===== src/hw/life_pkg.sv =====
//////////////////////////////
// Life grid geometry, row types and the row write bundle
// shared by the seed loader, rule pipeline and grid store
//////////////////////////////
package life_pkg;

	//////////////////////////////
	// Grid geometry
	//////////////////////////////

	localparam int GRID_W    = 16;     // Cells per row, one memory word
	localparam int GRID_ROWS = 16;     // Rows in the torus
	localparam int ROW_BITS  = 4;      // Row index width

	// Cycles from pass start to the done pulse
	// 18 row reads plus pipe fill and write out
	localparam int PASS_CYCLES = GRID_ROWS + 4;
	localparam int PASS_BITS   = $clog2(PASS_CYCLES + 1); // Counts 0 to PASS_CYCLES

	//////////////////////////////
	// Row types
	//////////////////////////////

	typedef logic [GRID_W-1:0]    row_t;      // One row of cells, bit n is column n
	typedef logic [ROW_BITS-1:0]  row_addr_t; // Row index in a bank
	typedef logic [PASS_BITS-1:0] pass_cnt_t; // Cycle index inside a pass

	// One row write into the two-bank store
	typedef struct packed {
		logic      en;    // Write strobe
		logic      bank;  // Target bank
		row_addr_t addr;  // Target row
		row_t      data;  // New row contents
	} row_wr_t;

endpackage


===== src/hw/ctrl_pkg.sv =====
//////////////////////////////
// Control constants and host port types
// Button timing, LFSR seed, host read bundles
//////////////////////////////
package ctrl_pkg;

	//////////////////////////////
	// Button timing in clk4 cycles
	//////////////////////////////

	localparam int PRESS_CYCLES   = 8;   // Held this long counts as a press
	localparam int LONG_CYCLES    = 64;  // Held this long enters run mode
	localparam int RELEASE_CYCLES = 16;  // Low this long returns to idle

	localparam int HOLD_BITS = $clog2(LONG_CYCLES + 1);    // Held-time counter width
	localparam int REL_BITS  = $clog2(RELEASE_CYCLES + 1); // Low-time counter width

	// Grid seed, must be non-zero
	localparam logic [31:0] SEED = 32'h1b5e_a7c3;

	//////////////////////////////
	// Host read port
	//////////////////////////////

	typedef struct packed {
		logic                req;   // Held high until ack seen
		life_pkg::row_addr_t addr;  // Stable while req high
	} host_rd_req_t;

	typedef struct packed {
		logic           ack;   // Four phase acknowledge
		life_pkg::row_t data;  // Valid and stable while ack high
	} host_rd_rsp_t;

	typedef logic [31:0] gen_count_t; // Total generations since reset

endpackage


===== src/hw/button_filter.sv =====
//////////////////////////////
// Fire button synchronizer and debounce
// Short press gives a step pulse, long hold gives run
//////////////////////////////
`timescale 1ns/1ns

module button_filter
	import ctrl_pkg::*;
(
	input  logic clk4,
	input  logic reset,
	input  logic fire_button,  // Async, may bounce
	output logic step,         // One pulse per qualified press
	output logic run           // High during a long hold and its release time
);

	typedef enum logic [2:0] {
		ST_IDLE,        // Button up
		ST_WAIT_PRESS,  // Qualifying a press
		ST_WAIT_LONG,   // Pressed, step sent
		ST_LONG,        // Run mode, held
		ST_WAIT_OFF,    // Released after a short press
		ST_WAIT_LOFF    // Released after run mode
	} btn_state_t;

	btn_state_t           state;
	logic [2:0]           sync_q;    // Three stage synchronizer
	logic                 held;      // Synchronized button level
	logic [HOLD_BITS-1:0] hold_cnt;  // Cycles held since leaving idle
	logic [REL_BITS-1:0]  low_cnt;   // Cycles low while releasing

	always_ff @(posedge clk4) begin
		if (reset) begin
			sync_q <= '0;
		end else begin
			sync_q <= {sync_q[1:0], fire_button};
		end
	end
	assign held = sync_q[2];

	//////////////////////////////
	// Press state machine
	//////////////////////////////
	always_ff @(posedge clk4) begin
		if (reset) begin
			state <= ST_IDLE;
		end else begin
			case (state)
				ST_IDLE: if (held) state <= ST_WAIT_PRESS;
				ST_WAIT_PRESS: begin
					if (!held)
						state <= ST_IDLE;          // Glitch, drop it
					else if (hold_cnt == HOLD_BITS'(PRESS_CYCLES - 1))
						state <= ST_WAIT_LONG;
				end
				ST_WAIT_LONG: begin
					if (!held)
						state <= ST_WAIT_OFF;
					else if (hold_cnt == HOLD_BITS'(LONG_CYCLES - 1))
						state <= ST_LONG;          // Held long enough for run
				end
				ST_LONG: if (!held) state <= ST_WAIT_LOFF;
				ST_WAIT_OFF: begin
					if (held)
						state <= ST_WAIT_LONG;     // Bounce while releasing
					else if (low_cnt == REL_BITS'(RELEASE_CYCLES - 1))
						state <= ST_IDLE;
				end
				ST_WAIT_LOFF: begin
					if (held)
						state <= ST_LONG;
					else if (low_cnt == REL_BITS'(RELEASE_CYCLES - 1))
						state <= ST_IDLE;
				end
				default: state <= ST_IDLE;
			endcase
		end
	end

	// Held and released time counters
	always_ff @(posedge clk4) begin
		if (reset) begin
			hold_cnt <= '0;
			low_cnt  <= '0;
			step     <= 1'b0;
		end else begin
			if (state == ST_IDLE)
				hold_cnt <= HOLD_BITS'(held);  // First held cycle counts
			else if (held && (state == ST_WAIT_PRESS || state == ST_WAIT_LONG))
				hold_cnt <= hold_cnt + 1'b1;
			if (!held && state != ST_IDLE && state != ST_WAIT_PRESS)
				low_cnt <= low_cnt + 1'b1;
			else
				low_cnt <= '0;
			step <= (state == ST_WAIT_PRESS) && held &&
				(hold_cnt == HOLD_BITS'(PRESS_CYCLES - 1)); // Once per press
		end
	end

	assign run = (state == ST_LONG) || (state == ST_WAIT_LOFF);

endmodule


===== src/hw/seed_lfsr.sv =====
//////////////////////////////
// Grid seed loader
// Writes 16 LFSR rows into bank 0 after reset
//////////////////////////////
`timescale 1ns/1ns

module seed_lfsr
	import life_pkg::*;
	import ctrl_pkg::*;
(
	input  logic    clk4,
	input  logic    reset,
	output row_wr_t seed_wr,    // One row per cycle while busy
	output logic    seed_busy   // Falls after the last row
);

	logic [31:0] lfsr;     // Fibonacci LFSR state
	row_addr_t   row_cnt;  // Row being written
	logic        fb;

	assign fb = lfsr[31] ^ lfsr[21] ^ lfsr[1] ^ lfsr[0]; // Taps 32 22 2 1

	always_ff @(posedge clk4) begin
		if (reset) begin
			lfsr      <= SEED;
			row_cnt   <= '0;
			seed_busy <= 1'b1;
		end else if (seed_busy) begin
			lfsr    <= {lfsr[30:0], fb};   // Shift left, feedback in at bit 0
			row_cnt <= row_cnt + 1'b1;
			if (row_cnt == row_addr_t'(GRID_ROWS - 1)) begin
				seed_busy <= 1'b0;         // Done, stay quiet from here
			end
		end
	end

	// Low bits of the current state become the row
	assign seed_wr = '{
		en:   seed_busy,
		bank: 1'b0,
		addr: row_cnt,
		data: lfsr[GRID_W-1:0]
	};

endmodule


===== src/hw/pass_sequencer.sv =====
//////////////////////////////
// Generation pass and host read scheduler
// Owns the current bank, the generation count and the read port
//////////////////////////////
`timescale 1ns/1ns

module pass_sequencer
	import life_pkg::*;
	import ctrl_pkg::*;
(
	input  logic         clk4,
	input  logic         reset,
	input  logic         step,        // Single generation request
	input  logic         run,         // Continuous generations
	input  logic         seed_busy,   // Grid not ready yet
	input  host_rd_req_t host_rd,
	output host_rd_rsp_t host_rsp,
	output row_addr_t    rd_addr,     // Store read address
	output logic         rd_bank,     // Store read bank
	input  row_t         rd_row,      // Store read data, one cycle later
	output logic         pass_start,  // First cycle of a pass
	output gen_count_t   gen_count,
	output logic         gen_done,    // Pass finished
	output logic         bank         // Bank holding the current generation
);

	typedef enum logic [1:0] {
		ST_IDLE,  // Free, host address on the read port
		ST_PASS,  // Streaming rows to the rule pipe
		ST_HOST   // Host handshake in progress
	} seq_state_t;

	seq_state_t state;
	pass_cnt_t  pcnt;        // Cycle inside the pass
	logic       step_pend;   // Step seen, pass not yet started
	logic       start_pass;
	logic       take_host;
	logic       ack_q;
	row_t       host_data;   // Row returned to the host

	// Host first so a run loop cannot starve it
	assign take_host  = (state == ST_IDLE) && !seed_busy && host_rd.req;
	assign start_pass = (state == ST_IDLE) && !seed_busy && !host_rd.req &&
		(step_pend || run);

	//////////////////////////////
	// Control FSM
	//////////////////////////////
	always_ff @(posedge clk4) begin
		if (reset) begin
			state     <= ST_IDLE;
			pcnt      <= '0;
			step_pend <= 1'b0;
			bank      <= 1'b0;
			gen_count <= '0;
			gen_done  <= 1'b0;
			ack_q     <= 1'b0;
		end else begin
			step_pend <= step || (step_pend && !start_pass); // Hold a step until served
			gen_done  <= 1'b0;
			case (state)
				ST_IDLE: begin
					pcnt <= '0;
					if (take_host)
						state <= ST_HOST;
					else if (start_pass)
						state <= ST_PASS;
				end
				ST_PASS: begin
					pcnt <= pcnt + 1'b1;
					if (pcnt == pass_cnt_t'(PASS_CYCLES - 1)) begin
						gen_done  <= 1'b1;
						gen_count <= gen_count + 32'd1;
						bank      <= !bank;        // New generation now current
					end
					// One extra cycle lets the last row land before any read
					if (pcnt == pass_cnt_t'(PASS_CYCLES))
						state <= ST_IDLE;
				end
				ST_HOST: begin
					if (!ack_q) begin
						ack_q <= 1'b1;             // Row already read last cycle
					end else if (!host_rd.req) begin
						ack_q <= 1'b0;             // Drop one cycle after req
						state <= ST_IDLE;
					end
				end
				default: state <= ST_IDLE;
			endcase
		end
	end

	// Capture the row once, held while ack is high
	always_ff @(posedge clk4) begin
		if (state == ST_HOST && !ack_q) begin
			host_data <= rd_row;
		end
	end

	// Pass reads row 15, rows 0 to 15, then row 0 again
	assign rd_addr = (state == ST_PASS) ? pcnt[ROW_BITS-1:0] - row_addr_t'(1) : host_rd.addr;
	assign rd_bank = bank;

	assign pass_start = (state == ST_PASS) && (pcnt == '0);
	assign host_rsp   = '{ack: ack_q, data: host_data};

endmodule


===== src/hw/life_rule_pipe.sv =====
//////////////////////////////
// Life rule row pipeline
// Three row window in, next generation rows out to the other bank
//////////////////////////////
`timescale 1ns/1ns

module life_rule_pipe
	import life_pkg::*;
(
	input  logic    clk4,
	input  logic    reset,
	input  logic    pass_start,  // Row 15 read issued this cycle
	input  logic    bank,        // Bank being read
	input  row_t    rd_row,      // Row stream from the store
	output row_wr_t rule_wr      // Next generation row writes
);

	pass_cnt_t cnt;        // Cycles since pass_start, zero when idle
	logic      shift_en;   // rd_row carries pass data
	row_t      win_top;    // Row above
	row_t      win_mid;    // Row being computed
	row_t      win_bot;    // Row below
	logic      wr_en;
	logic      wr_bank;
	row_addr_t wr_addr;
	row_t      wr_data;

	// Next state of one row from its neighbours, wraps at the column edges
	function automatic row_t next_row(input row_t up, input row_t mid, input row_t dn);
		row_t       nxt;
		logic [3:0] n;    // Live neighbour count
		int         l;
		int         r;
		for (int c = 0; c < GRID_W; c++) begin
			l = (c + GRID_W - 1) % GRID_W;
			r = (c + 1) % GRID_W;
			n = 4'(up[l]) + 4'(up[c]) + 4'(up[r]) +
				4'(mid[l]) + 4'(mid[r]) +
				4'(dn[l]) + 4'(dn[c]) + 4'(dn[r]);
			nxt[c] = (n == 4'd3) || (mid[c] && n == 4'd2); // Birth or survival
		end
		return nxt;
	endfunction

	// 18 rows arrive in cycles 1 to 18
	assign shift_en = (cnt != '0) && (cnt <= pass_cnt_t'(GRID_ROWS + 2));

	always_ff @(posedge clk4) begin
		if (reset) begin
			cnt   <= '0;
			wr_en <= 1'b0;
		end else begin
			if (pass_start)
				cnt <= pass_cnt_t'(1);
			else if (cnt == pass_cnt_t'(PASS_CYCLES - 1))
				cnt <= '0;                      // Last row computed
			else if (cnt != '0)
				cnt <= cnt + 1'b1;
			// Window full from cycle 4 to 19
			wr_en <= (cnt >= pass_cnt_t'(PASS_CYCLES - GRID_ROWS)) &&
				(cnt <= pass_cnt_t'(PASS_CYCLES - 1));
		end
	end

	//////////////////////////////
	// Window and result registers
	//////////////////////////////
	always_ff @(posedge clk4) begin
		if (shift_en) begin
			win_top <= win_mid;
			win_mid <= win_bot;
			win_bot <= rd_row;
		end
		wr_data <= next_row(win_top, win_mid, win_bot);
		wr_addr <= cnt[ROW_BITS-1:0] - row_addr_t'(PASS_CYCLES - GRID_ROWS); // Middle row index
		wr_bank <= !bank;                      // Write the idle bank
	end

	assign rule_wr = '{en: wr_en, bank: wr_bank, addr: wr_addr, data: wr_data};

endmodule


===== src/hw/grid_store.sv =====
//////////////////////////////
// Two bank grid row memory
// Seed and rule writes merged, one registered read port
//////////////////////////////
`timescale 1ns/1ns

module grid_store
	import life_pkg::*;
(
	input  logic      clk4,
	input  row_wr_t   seed_wr,  // Seed loader writes
	input  row_wr_t   rule_wr,  // Rule pipeline writes
	input  row_addr_t rd_addr,
	input  logic      rd_bank,
	output row_t      rd_row    // Data for last cycle's address
);

	row_t    mem [2][GRID_ROWS];  // Bank, row
	row_wr_t wr;                  // Selected write

	// Seed has priority, the two never overlap in use
	always_comb begin
		wr = seed_wr.en ? seed_wr : rule_wr;
	end

	always_ff @(posedge clk4) begin
		if (wr.en) begin
			mem[wr.bank][wr.addr] <= wr.data;
		end
		rd_row <= mem[rd_bank][rd_addr];  // Read before write on a collision
	end

endmodule


===== src/hw/life_top.sv =====
//////////////////////////////
// Game of Life engine top level
// Button, sequencer, seed and rule writers around the grid store
//////////////////////////////
`timescale 1ns/1ns

module life_top
	import life_pkg::*;
	import ctrl_pkg::*;
(
	input  logic         clk4,
	input  logic         reset,
	input  logic         fire_button,  // Raw push button
	input  host_rd_req_t host_rd,      // Host row read request
	output host_rd_rsp_t host_rsp,     // Host row read response
	output gen_count_t   gen_count,    // Total generations
	output logic         gen_done,     // One pulse per finished pass
	output logic         seed_busy     // High while the grid is seeded
);

	logic      step;       // Short press pulse
	logic      run;        // Long hold level
	row_wr_t   seed_wr;    // Seed loader writes
	row_wr_t   rule_wr;    // Next generation writes
	row_addr_t rd_addr;
	logic      rd_bank;
	row_t      rd_row;     // Store read data, one cycle after address
	logic      pass_start;
	logic      bank;       // Bank holding the current generation

	// Fire button to step and run
	button_filter i_button_filter (
		.clk4        (clk4),
		.reset       (reset),
		.fire_button (fire_button),
		.step        (step),
		.run         (run)
	);

	// Initial pattern
	seed_lfsr i_seed_lfsr (
		.clk4      (clk4),
		.reset     (reset),
		.seed_wr   (seed_wr),
		.seed_busy (seed_busy)
	);

	// Pass and host read scheduling
	pass_sequencer i_pass_sequencer (
		.clk4       (clk4),
		.reset      (reset),
		.step       (step),
		.run        (run),
		.seed_busy  (seed_busy),
		.host_rd    (host_rd),
		.host_rsp   (host_rsp),
		.rd_addr    (rd_addr),
		.rd_bank    (rd_bank),
		.rd_row     (rd_row),
		.pass_start (pass_start),
		.gen_count  (gen_count),
		.gen_done   (gen_done),
		.bank       (bank)
	);

	// Life rule on a three row window
	life_rule_pipe i_life_rule_pipe (
		.clk4       (clk4),
		.reset      (reset),
		.pass_start (pass_start),
		.bank       (bank),
		.rd_row     (rd_row),
		.rule_wr    (rule_wr)
	);

	// Two bank row memory
	grid_store i_grid_store (
		.clk4    (clk4),
		.seed_wr (seed_wr),
		.rule_wr (rule_wr),
		.rd_addr (rd_addr),
		.rd_bank (rd_bank),
		.rd_row  (rd_row)
	);

endmodule


===== config.mk =====
export PLATFORM = sky130hd
export DESIGN_NAME = life_top
export DESIGN_NICKNAME = d
export VERILOG_FILES = /design/src/hw/life_pkg.sv /design/src/hw/ctrl_pkg.sv /design/src/hw/button_filter.sv /design/src/hw/seed_lfsr.sv /design/src/hw/pass_sequencer.sv /design/src/hw/life_rule_pipe.sv /design/src/hw/grid_store.sv /design/src/hw/life_top.sv
export SDC_FILE = /design/constraint.sdc
export NUM_CORES = 1
export LEC_CHECK = 0
export CAP_MARGIN = 30
export CORE_UTILIZATION = 57
export CTS_CLUSTER_DIAMETER = 120
export DETAILED_ROUTE_END_ITERATION = 16
export DONT_BUFFER_PORTS = 1
export PLACE_DENSITY = 0.75
export SETUP_SLACK_MARGIN = 0.5
export SYNTH_ARGS = -nofsm -noshare
export SYNTH_HDL_FRONTEND = slang
export SYNTH_SLANG_ARGS = --single-unit
export TNS_END_PERCENT = 1

===== constraint.sdc =====
create_clock -name clk4 -period 3.4 [get_ports clk4]
set_clock_uncertainty 0.2 [all_clocks]
set_input_delay 0.17 -clock clk4 [delete_from_list [all_inputs] [get_ports clk4]]
set_output_delay 0.17 -clock clk4 [all_outputs]
set_load 0.02 [all_outputs]

; ---- After elaboration in Yosys (flattened, before gate mapping)
; Memory sizes are Yosys's and may differ from the RTL's. A register that Yosys moved wholly into a read port is not among the register bits.
; Cells that the tools add are included.
[word_totals]
regBits = 206
latchBits = 0
mem_bits_rw = 512
romBits = 0
inputBits = 8
memories = 1
[op_classes]
addsub = 120
mul = 0
div = 0
n_lt_le_gt_ge = 6
n_eq_ne = 55
n_shift = 0
muxes = 38
bitwise_logic = 7
n_reduce_logical = 72
[mem_list]
columns = name, words, width, rd, rd_clocked_by_memory_dff, write_ports, line_no
row1 = i_grid_store.mem, 2, 256, 1, 1, 1, grid_store.sv:18  ; row_t mem [2][GRID_ROWS];
[ops]
columns = operator, count
row1 = $add 4x1->4, 96
row2 = $mux 256, 1
row3 = $eq 4x2->1 const B, 32
row4 = $bmux 16 s4, 1
row5 = $demux 16 s4, 1
row6 = $mux 16, 3
row7 = $add 1x1->2, 16
row8 = $add 32x1->32 const B, 1
row9 = $logic_and 1x1->1, 31
row10 = $mux 3, 9
row11 = $mux 22, 1
row12 = $logic_or 1x1->1, 20
row13 = $pmux 3 s6, 1
row14 = $add 5x1->5 const B, 3
row15 = $eq 5x5->1 const B, 3
row16 = $mux 1, 13
row17 = $ge 5x5->1 const B, 2
row18 = $le 5x5->1 const B, 2
row19 = $mux 2, 5
row20 = $not 4->5, 2
row21 = $pmux 5 s2, 1
row22 = $reduce_and 4->1, 2
row23 = $add 7x1->7 const B, 1
row24 = $eq 7x3->1 const B, 1
row25 = other kinds (31), 50

; ---- Depth between registers and ports, before layout
[logic_depth]
word_depth = 10
ltp_mapped = 11

; ---- By module
; Synthesis repeated with hierarchy kept, for this count alone.
[unflattened]
cells_unflattened = 2131
area_unflattened_um2 = 30920.9
[by_module_without_submodules]
columns = mod, instances, cells_each, area_each_um2
row1 = grid_store, 1, 1187, 20843.7
row2 = life_rule_pipe, 1, 418, 4961.0
row3 = pass_sequencer, 1, 267, 2628.8
row4 = seed_lfsr, 1, 145, 1500.2
row5 = button_filter, 1, 114, 987.2

; ---- Worst setup path before layout
; OpenSTA, ideal clock, no wires.
[synth_timing]
path_kind = flip-flop to flip-flop
startpoint = register i_life_rule_pipe.cnt[2]
endpoint = register i_life_rule_pipe.win_bot[0], enable pin
setup_time_ns = 0.454
arrival_ns = 3.003
required_ns = 2.746
slack_ns = -0.257
path_stages_with_launch = 6
n_path_buf = 1
period_less_slack_ns = 3.657
path_cell_list = dfxtp_1 inv_1 ha_1 and3_1 clkbuf_1 nor2_1
[synth_between]
elab_chain_len = 2
[synth_lines]
columns = item, line_no
row1 = "start, declared", life_rule_pipe.sv:18  ; pass_cnt_t cnt;
row2 = "start signal, assigned", life_rule_pipe.sv:54  ; cnt <= pass_cnt_t'(1);
row3 = "start signal, assigned", life_rule_pipe.sv:58  ; cnt <= cnt + 1'b1;
row4 = $le 5x5->1 or $reduce_bool 5->1 (tied branches), life_rule_pipe.sv:46  ; assign shift_en = (cnt != '0) && (cnt <= pass_cnt_t'(GRID_ROWS + 2));
row5 = $logic_and 1x1->1 (*), life_rule_pipe.sv:46
row6 = via i_life_rule_pipe.shift_en, life_rule_pipe.sv:19  ; logic shift_en;
row7 = "end signal, assigned", life_rule_pipe.sv:72  ; win_bot <= rd_row;
row8 = "end, declared", life_rule_pipe.sv:22  ; row_t win_bot;
; Mark *: on every way through the listed nets, which the timed path passes. The rest lies on a longest branch.
; A chain may end at the register's enable or synchronous reset.

; ---- Worst setup path after layout
[layout_timing]
startpoint = register i_life_rule_pipe.win_top[4]
endpoint = register i_life_rule_pipe.wr_data[4]
[layout_between]
elab_chain_len = 10
[layout_lines]
columns = item, line_no
row1 = "start, declared", life_rule_pipe.sv:20  ; row_t win_top;
row2 = "start signal, assigned", life_rule_pipe.sv:70  ; win_top <= win_mid;
row3 = $add 1x1->2 (*), life_rule_pipe.sv:37  ; n = 4'(up[l]) + 4'(up[c]) + 4'(up[r]) +
row4 = $add 4x1->4 (*) (2 in series), life_rule_pipe.sv:37
row5 = $add 4x1->4 (*) (2 in series), life_rule_pipe.sv:38  ; 4'(mid[l]) + 4'(mid[r]) +
row6 = $add 4x1->4 (*) (2 in series), life_rule_pipe.sv:39  ; 4'(dn[l]) + 4'(dn[c]) + 4'(dn[r]);
row7 = $eq 4x2->1, life_rule_pipe.sv:40  ; nxt[c] = (n == 4'd3) || (mid[c] && n == 4'd2);
row8 = $logic_and 1x1->1, life_rule_pipe.sv:40
row9 = $logic_or 1x1->1 (*), life_rule_pipe.sv:40
row10 = "end signal, assigned", life_rule_pipe.sv:74  ; wr_data <= next_row(win_top, win_mid, win_bot);
row11 = "end, declared", life_rule_pipe.sv:26  ; row_t wr_data;
; Every way passes the cells marked *; elsewhere a longest branch is shown, timed or not.

==> reports/summary.txt <==
status - finished, final reports clean
Max-Slew Margin vs Limit - 28.8%
Vias - 16,200
CTS root buf - clkbuf_16
pre-CTS setup slack - -0.0520 ns
average wire per standard cell - 24.2 um
sequential area share after synthesis - 67.4%
Synth Cell Area - 29,900 um2
initial antenna violation count - 0
flop2flop setup slack - 0.17 ns
clock sink count - 719
Final ANT Viol Nets - 0
full die area - 53,400 um2
measured slew at the worst slew-check pin - 1.07 ns
combinational cell fraction of total power - 17.5%
Hold Startpoint - fire_button
Die W - 231 um
Final HPWL DP - 40,300 um
Num CTS Buffers - 71
#FFs+latches synth - 719
setup ws final - 0.168 ns
max cap viols - 0
layout net count - 2,067
drt initial violations - 1,571
Critical Path Slowest Stage Cell - fa_1
leakage power - 11.5 nW
Area Growth Syn to Fin - 12.9%
layout cell share with drive strength beyond 1 - 21.1%
largest net degree at the start of global routing - 93
final hold violation count - 0
Max stage delay on crit path - 0.53 ns
vias in the first global route - 16,500
Rows - 83
Max IR drop VDD - 0.000362 V
Reg-to-Reg Start - i_life_rule_pipe.win_top[4]$_DFFE_PP_
FF+latch area - 20,200 um2
Worst Path Buf+Inv - 4
Cells after Synth - 1,831
most frequent CP cell - inv_2
post-route clock period utilization - 95.1%
Post-Place Cells - 2,523
post-route insts no fill - 2,667
Max Clk Rate - 0.309 GHz
Port-buffer cells - 0
Post-Syn Area per Cell - 16.3 um2
CTS tree - yes
first-pass GRT wire length - 98,200 um
capturing point of the worst reg2reg path - i_life_rule_pipe.wr_data[4]$_DFF_P_
CP startpoint kind - flip-flop
DRC Markers - 0
top cells by area, synth - edfxtp_1 58%, mux4_2 9.6%, dfxtp_1 9.6%, fa_1 4.3%, ha_1 2.6%
ys async rst share - 0%
WHS Path Cells - 2
RSZ-0062 raised after global routing - true
CP endpoint kind - flip-flop
CP cell instances - buf_6, ha_4, inv_2, fa_1, fa_1, inv_2, fa_2, inv_2, fa_2, nor2b_1, a31oi_1, nor3_2
WL final - 64,700 um
Mapped Nets - 1,964
Layout fillers - 3,384
Max Transition Viols Final - 0
reg2reg path depth - 12
Clk pwr share - 35.2%
P_int - 15.9 mW
I/O pin count - 59
EDFF count, synth - 576
Netlist cell types - 66
Worst Path Class, Setup - reg2reg
YS warnings - 0
Worst Path Arrival - 3.52 ns
WHS Endpoint - i_button_filter.sync_q[0]$_SDFF_PP0_
Power Dens Cells - 637 nW/um2
ant diodes - 0
CORE AREA - 51,600 um2
Vias/cell - 6.06
Worst Path Required - 3.69 ns
drt first pass iters - 5
total grt overflow - 0
min cycle time layout - 3.23 ns
Clk pin slew, worst setup/hold paths - 0.06 ns
area share of the largest cell type after synthesis - 57.8%
routability cong. - 0.861
Psw - 5.63 mW
maximum fanout along the worst path - 2
final setup violation count - 0
area of the multi-input gates - 8880 um2
clk_lat worst skew - 0.60 ns
overall routing resource usage - 24.9%
Post-synth top flop - edfxtp_1
Initial Util - 58.0%
Top delay family on crit path - adder cells
sequential power share - 47.3%
Die H - 231 um
post-synth top area cell - edfxtp_1
clk buf depth - 3
H-tree Lvls - 3
Worst Hold Class - in2reg
switching portion of total power - 26.2%
## per-stage QoR
stage | hold slack [ns] | TNS, ns | instance area, um2 | total power, mW | util, %
after global routing | 0.0557 | 0 | 33800 | 22.5 | 65.4
after CTS | 0.0370 | 0 | 33700 | 21.5 | 65.3
final | 0.0700 | 0 | 33800 | 21.5 | 65.4
after detailed placement | 0.0473 | -0.102 | 31200 | 13.6 | 60.4
after global placement | 0.0455 | 0 | 31200 | 13.3 | 60.4
after floorplan | 0.0982 | 0 | 29900 | 12.7 | -
## power groups by stage
stage	registers (mW)	logic (mW)	clock network (mW)
floorplan	10.3	2.40	0
global placement	10.3	2.95	0
detailed placement	10.4	3.28	0
CTS	10.2	3.68	7.69
global route	10.2	4.30	8.02
finish	10.2	3.76	7.57
## cells in the mapped netlist (all sizes together) (2+ instances only)
library cell / instances
ha: 61
a21oi: 35
xor2: 13
nand2b: 12
a22oi: 2
a31oi: 15
dfxtp: 143
nor2b: 35
o21bai: 2
o211ai: 4
nor2: 130
a21o: 2
mux4: 128
o21ai: 17
a2111oi: 9
or2: 2
a211o: 18
nor4b: 2
clkbuf: 27
edfxtp: 576
nor4: 34
mux2i: 9
and3: 10
a211oi: 2
and2: 2
buf: 45
or4: 2
nand4b: 3
nand2: 43
inv: 186
nand3: 17
o22ai: 64
or3: 7
fa: 64
and4: 3
xnor2: 36
nor3: 29
nand4: 15
a32oi: 2
o21a: 2
a31o: 2
mux2: 9
## sequential cells by signal, summed over array words and instances (netlist names), 5 cells and up, named ones only
signal / cells
i_button_filter.low_cnt: 5
i_pass_sequencer.pcnt: 5
i_grid_store.rd_row: 16
i_pass_sequencer.host_data: 16
i_grid_store.mem: 512
i_life_rule_pipe.cnt: 5
i_life_rule_pipe.win_top: 16
i_seed_lfsr.lfsr: 32
i_pass_sequencer.gen_count: 32
i_life_rule_pipe.win_mid: 16
i_button_filter.hold_cnt: 7
i_life_rule_pipe.win_bot: 16
i_life_rule_pipe.wr_data: 16
## per-layer routing
metal | GRT usage (%) | wire length, um
met5 | 0 | 0
met4 | 9.95 | 2170
met3 | 5.20 | 5200
met2 | 40.9 | 31900
met1 | 32.8 | 25400
## logic make-up after synthesis
kind of cell	synth area share, %
buffers and inverters	3.64
AND/OR/NAND/NOR	6.20
flip-flops	67.4
AO/OA/AOI/OAI	4.16
adder cells (fa/ha/maj)	6.84
multiplexers	10.3
XOR/XNOR	1.43
## area by class of cell
cell class	count	area share, %
multi-input cells	854	26.3
clock inverters	35	0.782
inverters	186	2.07
clock buffers	91	5.85
repair buffers	102	2.76
well taps	680	2.52
flip-flops and latches	719	59.7
## worst max-delay path by stage
stage / startpoint / to / cells after the start / slack [ns]
after floorplan: i_life_rule_pipe.win_top[4]$_DFFE_PP_ / i_life_rule_pipe.wr_data[5]$_DFF_P_ / 11 / 0.20
after global placement: i_life_rule_pipe.win_top[5]$_DFFE_PP_ / i_life_rule_pipe.wr_data[6]$_DFF_P_ / 12 / 0.11
after detailed placement: i_life_rule_pipe.win_top[4]$_DFFE_PP_ / i_life_rule_pipe.wr_data[5]$_DFF_P_ / 11 / -0.05
after CTS: i_life_rule_pipe.win_top[13]$_DFFE_PP_ / i_life_rule_pipe.wr_data[13]$_DFF_P_ / 11 / 0.20
after global routing: i_life_rule_pipe.win_top[8]$_DFFE_PP_ / i_life_rule_pipe.wr_data[9]$_DFF_P_ / 11 / 0.004
final: i_life_rule_pipe.win_top[4]$_DFFE_PP_ / i_life_rule_pipe.wr_data[4]$_DFF_P_ / 12 / 0.17
## what timing repair did
| action | in CTS | in global routing |
|---|---|---|
| endpoints found under the hold margin | 106 | 0 |
| cloned | 0 | 0 |
| pin swaps | 31 | 5 |
| setup endpoints to repair | 21 | 32 |
| buffers inserted | 7 | 6 |
| hold buffers | 5 | 0 |
| resized for setup | 49 | 3 |
## placed cells by master, fill, tap and decap left out, types with 43 or more instances in the layout
cell type / netlist / final
clkbuf_16: 0 / 75
o22ai_1: 64 / 64
ha_1: 61 / 60
edfxtp_1: 576 / 576
nor2_1: 130 / 129
mux4_2: 128 / 128
buf_4: 14 / 85
nand2_1: 43 / 43
inv_1: 185 / 178
dfxtp_1: 143 / 141
fa_1: 64 / 43
No activity file was read; power rests on OpenSTA's default activity.
